===== src/rtl/vfdsu_pkg.sv =====
package vfdsu_pkg;

  // ==============================
  // Widths
  // ==============================
  localparam int EXP_W  = 13;
  localparam int FRAC_W = 52;
  localparam int RADD_W = 53;

  typedef enum logic [1:0] {
    FMT_HALF   = 2'b00,
    FMT_SINGLE = 2'b01,
    FMT_DOUBLE = 2'b10
  } fp_fmt_e;

  typedef enum logic {
    OP_DIV  = 1'b0,
    OP_SQRT = 1'b1
  } fp_op_e;

  // Rounding mode, not decoded in EX2
  typedef logic [2:0] rm_t;

  // ==============================
  // Exponent bounds per format
  // ==============================
  // Overflow when the difference is above this
  localparam int OF_ABOVE_H    = 16;
  localparam int OF_ABOVE_S    = 128;
  localparam int OF_ABOVE_D    = 1024;
  // Potential overflow, exact match
  localparam int POTNT_OF_H    = 16;
  localparam int POTNT_OF_S    = 128;
  localparam int POTNT_OF_D    = 1024;
  // Underflow at or below
  localparam int UF_AT_H       = -15;
  localparam int UF_AT_S       = -127;
  localparam int UF_AT_D       = -1023;
  // Potential underflow, also the smallest normal exponent
  localparam int POTNT_UF_H    = -14;
  localparam int POTNT_UF_S    = -126;
  localparam int POTNT_UF_D    = -1022;
  // SRT is skipped below this, the result rounds to zero or min denormal
  localparam int SKIP_BELOW_H  = -25;
  localparam int SKIP_BELOW_S  = -150;
  localparam int SKIP_BELOW_D  = -1075;
  // Bit of the rounding increment at the smallest normal exponent
  localparam int DENORM_BASE_H = 42;
  localparam int DENORM_BASE_S = 29;
  localparam int DENORM_BASE_D = 0;

  // ==============================
  // Stage bundles
  // ==============================
  typedef struct packed {
    fp_op_e             op;
    fp_fmt_e            fmt;
    logic [EXP_W-1:0]   expnt_add0;
    logic [EXP_W-1:0]   expnt_add1;
    logic               op0_norm;
    logic               op1_norm;
    rm_t                rm;
    logic               result_sign;
    logic               qnan_sign;
    logic [FRAC_W-1:0]  qnan_f;
    logic               in_zero;
    logic               in_qnan;
    logic               in_inf;
    logic               nv;
    logic               dz;
    logic               of_rm_lfn;
    logic               id_srt_skip_in;
  } ex2_op_t;

  typedef struct packed {
    logic [EXP_W-1:0]   expnt_rst;
    logic               of;
    logic               uf;
    logic               potnt_of;
    logic               potnt_uf;
    logic               id_nor_skip;
  } expnt_flags_t;

  typedef struct packed {
    logic               result_zero;
    logic               result_qnan;
    logic               result_inf;
    logic               result_lfn;
    logic               of;
    logic               uf;
    logic               nv;
    logic               dz;
    logic               potnt_of;
    logic               potnt_uf;
    logic [EXP_W-1:0]   expnt_rst;
    logic               result_sign;
    logic               qnan_sign;
    logic [FRAC_W-1:0]  qnan_f;
    rm_t                rm;
    logic [RADD_W-1:0]  denorm_add;
    logic               rslt_denorm;
    logic               id_srt_skip;
    fp_fmt_e            fmt;
  } ex3_info_t;

endpackage


===== src/rtl/vfdsu_ex3_pipe.sv =====
`timescale 1ns/1ps

module vfdsu_ex3_pipe
  import vfdsu_pkg::*;
(
  input  logic              ex2_pipe_clk,
  input  logic              cpurst_b,
  input  logic              ex2_pipedown,
  input  ex2_op_t           ex2_op,
  input  expnt_flags_t      flags,
  input  logic [RADD_W-1:0] denorm_add,
  output ex3_info_t         ex3_info
);

  ex3_info_t ex3_nxt;
  logic      result_inf;
  logic      result_lfn;

  // ==============================
  // Special result merge
  // ==============================
  // Overflow gives inf or largest finite, per rounding mode
  assign result_inf = ex2_op.in_inf || (flags.of && !ex2_op.of_rm_lfn);
  assign result_lfn = flags.of && ex2_op.of_rm_lfn;

  always_comb
  begin
    ex3_nxt.result_zero = ex2_op.in_zero;
    ex3_nxt.result_qnan = ex2_op.in_qnan;
    ex3_nxt.result_inf  = result_inf;
    ex3_nxt.result_lfn  = result_lfn;
    ex3_nxt.of          = flags.of;
    ex3_nxt.uf          = flags.uf;
    ex3_nxt.nv          = ex2_op.nv;
    ex3_nxt.dz          = ex2_op.dz;
    ex3_nxt.potnt_of    = flags.potnt_of;
    ex3_nxt.potnt_uf    = flags.potnt_uf;
    ex3_nxt.expnt_rst   = flags.expnt_rst;
    ex3_nxt.result_sign = ex2_op.result_sign;
    ex3_nxt.qnan_sign   = ex2_op.qnan_sign;
    ex3_nxt.qnan_f      = ex2_op.qnan_f;
    ex3_nxt.rm          = ex2_op.rm;
    ex3_nxt.denorm_add  = denorm_add;
    // Underflowed quotient is produced as a denormal
    ex3_nxt.rslt_denorm = flags.uf;
    ex3_nxt.id_srt_skip = flags.id_nor_skip;
    ex3_nxt.fmt         = ex2_op.fmt;
  end

  // ==============================
  // EX3 register
  // ==============================
  always_ff @(posedge ex2_pipe_clk or negedge cpurst_b)
  begin
    if (!cpurst_b)
    begin
      ex3_info <= '0;
    end
    else if (ex2_pipedown)
    begin
      ex3_info <= ex3_nxt;
    end
  end

  // Input inf never coexists with a normal-operand overflow
  assert property (@(posedge ex2_pipe_clk) disable iff (!cpurst_b)
                   !(ex3_info.result_inf && ex3_info.result_lfn))
    else $error("vfdsu_ex3_pipe: result_inf and result_lfn both set");

endmodule


===== config.mk =====
export PLATFORM = sky130hd
export DESIGN_NAME = vfdsu_ex3_pipe
export DESIGN_NICKNAME = d
export VERILOG_FILES = /design/src/rtl/vfdsu_pkg.sv /design/src/rtl/vfdsu_ex3_pipe.sv
export SDC_FILE = /design/constraint.sdc
export NUM_CORES = 1
export LEC_CHECK = 0
export BUFFER_PORTS_ARGS = -buffer_cell sky130_fd_sc_hd__buf_2
export CAP_MARGIN = 20
export CORE_MARGIN = 4
export CORE_UTILIZATION = 39
export CTS_CLUSTER_DIAMETER = 50
export CTS_CLUSTER_SIZE = 12
export DETAILED_ROUTE_END_ITERATION = 7
export PLACE_DENSITY = 0.76
export SYNTH_ARGS = -nofsm -noshare
export SYNTH_HDL_FRONTEND = slang
export SYNTH_SLANG_ARGS = --single-unit

===== constraint.sdc =====
create_clock -name ex2_pipe_clk -period 0.8 [get_ports ex2_pipe_clk]
set_input_delay 0.04 -clock ex2_pipe_clk [delete_from_list [all_inputs] [get_ports ex2_pipe_clk]]
set_output_delay 0.04 -clock ex2_pipe_clk [all_outputs]
set_load 0.02 [all_outputs]

# == After elaboration in Yosys (flattened, before gate mapping) ==
# Index checks and enable logic that the tools add are counted.
# totals
reg_bits,136
out_inout_bits,137
word_cells,22
# op_classes
reduce_logical,4
# op_table
op,n
$logic_and 1x1->1,2
$logic_not 1->1,1
$logic_or 1x1->1,1

# == Logic depth before layout (Yosys ltp) ==
# logic_depth
ltp_word,3
depth_mapped,4
depth_no_buf,2

# == Least setup slack after synthesis ==
# Ideal clock, no wire load.
# synth_path
path_type,reg-to-reg
startpoint,"reg, netlist name ex3_info[131]"
endpoint,reg ex3_info[131] (netlist bit)
setup_time_ns,0.125
t_arrival_ns,0.714
path_slack_ns,-0.039
stages_incl_launch_ff,2
n_path_buf,0
synth_period_minus_slack_ns,0.839
cell_sequence,dfrtp_1 > mux2_2
# synth_lines
element,line_no,source
to (signal assigned),vfdsu_ex3_pipe.sv:61,ex3_info <= ex3_nxt;
to (decl),vfdsu_ex3_pipe.sv:12,output ex3_info_t ex3_info

# == Final worst setup path ==
# layout_path
startpoint,reg ex3_info[125] (netlist bit)
endpoint,out ex3_info[125] (netlist bit)
# No word-level cell between the ends.

==> flow_summary.toml <==
[grt]
grt_use_total = 0.2386
first_global_vias = 5012
grt_max_degree = 36
antenna_found_initial = 2
grt_pass1_wl_mm = 26.92
overflow = 0

[detailed_routing]
wire_per_inst_um = 20.28
drc = 0
vias_per_cell = 4.676
final_antenna_net_count = 0
drtIter0Drc = 170
vias = 4447
first_pass_iters = 4
wirelength_mm = 19.29

[worst_setup_path]
crit_family = "flip-flops"
cp.required_ns = 0.76
path_class = "flip-flop to primary output"
max_stage_delay_ns = 0.43
cp-start-kind = "flip-flop"
cp_cell_sequence = "buf_6"
end_kind = "primary output"
r2r_slack_ns = -0.14
crit_buf_inv = 1
arrival_ns = 0.99
crit_path_top_delay_cell = "dfrtp_2"
cp_max_fo = 2

[hold_path]
min_path_type = "input pin to flip-flop"

[clock_network]
htreeDepth = 4
clock_latency_ns = 0.41
cts_tree = "built"
numCtsBuffers = 17
cts_root_buf = "clkbuf_16"
cts_num_sinks = 136
clk_path_buf_depth = 2
path_clk_slew_ns = 0.06

[place]
io_buffers = 275
dp_hpwl_mm = 9.678
place_ws_ns = -0.1879
gp_congestion = 0.7563
place_area_um2 = 6897

[timing]
fin_hold_ws_ns = 0.03214
slew_viol_final = 0
rsz0062_at_grt = "yes"
setup_slack_ns = -0.2271
fmax_mhz = 973.6
hold_violations = 0
min_period_over_period = 1.284
slew-limit-headroom = 0.7951
finClkSkew_ns = 0
setup_viol = 204
tightestPinTransition_ns = 0.3073
min_period_ns = 1.027

[logic_synthesis]
synth-seq-cells = 136
syn_inst = 293
synth_area_um2 = 5116
yosysSeqAreaShare = 0.6652
synth_xor_area_frac = 0
synth_mux_area_frac = 0.2949
synthSimpleGateAreaFrac = 0.002935
synthAdderAreaFrac = 0
postSynthAreaPerCell_um2 = 17.46
syn_nets = 462
synth.distinct_cells = 11
synth-compound-area-share = 0.002201
yosysTopAreaCell = "dfrtp_1"
synth.area.top_cells = "dfrtp_1 (67%), mux2_2 (29%), buf_6 (3.1%), buf_4 (0.15%), inv_1 (0.15%)"
synth_top_family_by_area = "multiplexers"
synth_top_cell_area_share = 0.6652
yosys_warnings = 0

[floorplan]
die_w_um = 122.5
die-area_um2 = 15010
pin_count = 306
core_um2 = 12720
rows = 41
initial_core_util = 0.4021
die_h_um = 122.5

[finish]
syn2layout_area_growth_pct = 101.0
layout.nets = 932
largest_register_ffs = 136
reg.largest.list = "ex3_info: 136 flops"
fillers = 619
drive_gt1_frac = 0.8093
final_area_um2 = 10280
top_register = "ex3_info"

[run]
drv_cap = 0

[pwr]
power_mw = 21.15
power.leakage_nw = 4.740
p_per_area_nw_per_um2 = 2058
ir_drop_uv = 1544

[outcome]
status = "complete, but fails checks"
violations = "setup timing"
==> layer usage <==
metal	up-vias	GRT usage	wire length, µm
met5	-	0	0
met4	0	0.09867	574
met3	42	0.07419	1432
met2	211	0.4456	10730
met1	2223	0.2454	6546
li1	1971	-	-
==> power breakdown <==
group          total, mW  internal (mW)  switching [mW]
Combinational       5.24           3.10            2.14
Clock               7.58           4.68            2.90
Sequential          8.33           7.70           0.624
==> worst reg2reg max path, stage by stage (launching register included) <==
cell	delay, ns
dfrtp_2	0.43
buf_6	0.12
mux2_4	0.27
==> path summary, 6_finish.rpt <==
path                               startpoint  cells past startpoint       endpoint
worst max-delay path            ex3_info[125]                      1  ex3_info[125]
worst min-delay path             ex2_pipedown                      2   ex3_info[26]
worst max register to register  ex3_info[125]                      2  ex3_info[125]
worst min register to register   ex3_info[92]                      1   ex3_info[92]
max in group asynchronous            cpurst_b                      3   ex3_info[61]
min in group asynchronous            cpurst_b                      2   ex3_info[44]
==> final cells by class <==
cell class              instances  area (µm²)  area share
multi-input cells             139        1699      0.1653
repair buffers                467        4209      0.4094
flip-flops and latches        136        3571      0.3473
well taps                     172       215.2     0.02093
inverters                       2       7.507   0.0007302
clock buffers                  25       505.5     0.04917
diodes                          3       7.507   0.0007302
clock inverters                 7       66.31    0.006450
==> logic make-up (layout without fill, tap and decap cells) <==
| kind of cell | count (synthesis) | in the layout |
|---|---|---|
| other | 0 | 3 |
| buffers and inverters | 18 | 501 |
| AOI/OAI and AO/OA | 2 | 2 |
| muxes | 134 | 134 |
| DFF | 136 | 136 |
| and+or+nand+nor | 3 | 3 |
==> synthesized netlist by cell type <==
master    count
nand2b_1      1
o21ai_0       1
inv_1         2
nand3_1       1
dfrtp_1     136
buf_6        14
buf_4         1
a31oi_1       1
mux2_2      134
nor2_1        1
buf_2         1
==> timing repair <==
item / CTS / global route
hold endpoints to repair: 272 / 0
setup buffers: 12 / 27
hold buffers: 137 / 0
endpoints found under the setup margin: 138 / 226
pin swaps: 0 / 0
gates resized for setup: 275 / 75
==> metrics by stage <==
stage               std cells  setup TNS, ns    util
finish                    951         -31.61  0.8081
CTS                       921         -29.49  0.7695
floorplan                 293         -1.794       -
detailed placement        740         -19.74  0.5421
global route              950         -36.63  0.8079
global placement          740         -17.84  0.5421
==> placed cells by master, fill, tap and decap left out <==
cell type / instances
buf_6: 170
dlygate4sd3_1: 137
buf_2: 136
dfrtp_2: 134
mux2_2: 91
mux2_4: 43
buf_4: 19
clkbuf_16: 17
clkbuf_8: 5
buf_12: 5
clkinv_2: 4
diode_2: 3
clkbuf_1: 3
inv_1: 2
dfrtp_1: 2
nand2b_1: 1
nor2_2: 1
a31oi_1: 1
nand3_1: 1
o21ai_0: 1
bufinv_16: 1
clkinvlp_4: 1
clkinv_4: 1
No activity file was read; power rests on OpenSTA's default activity.
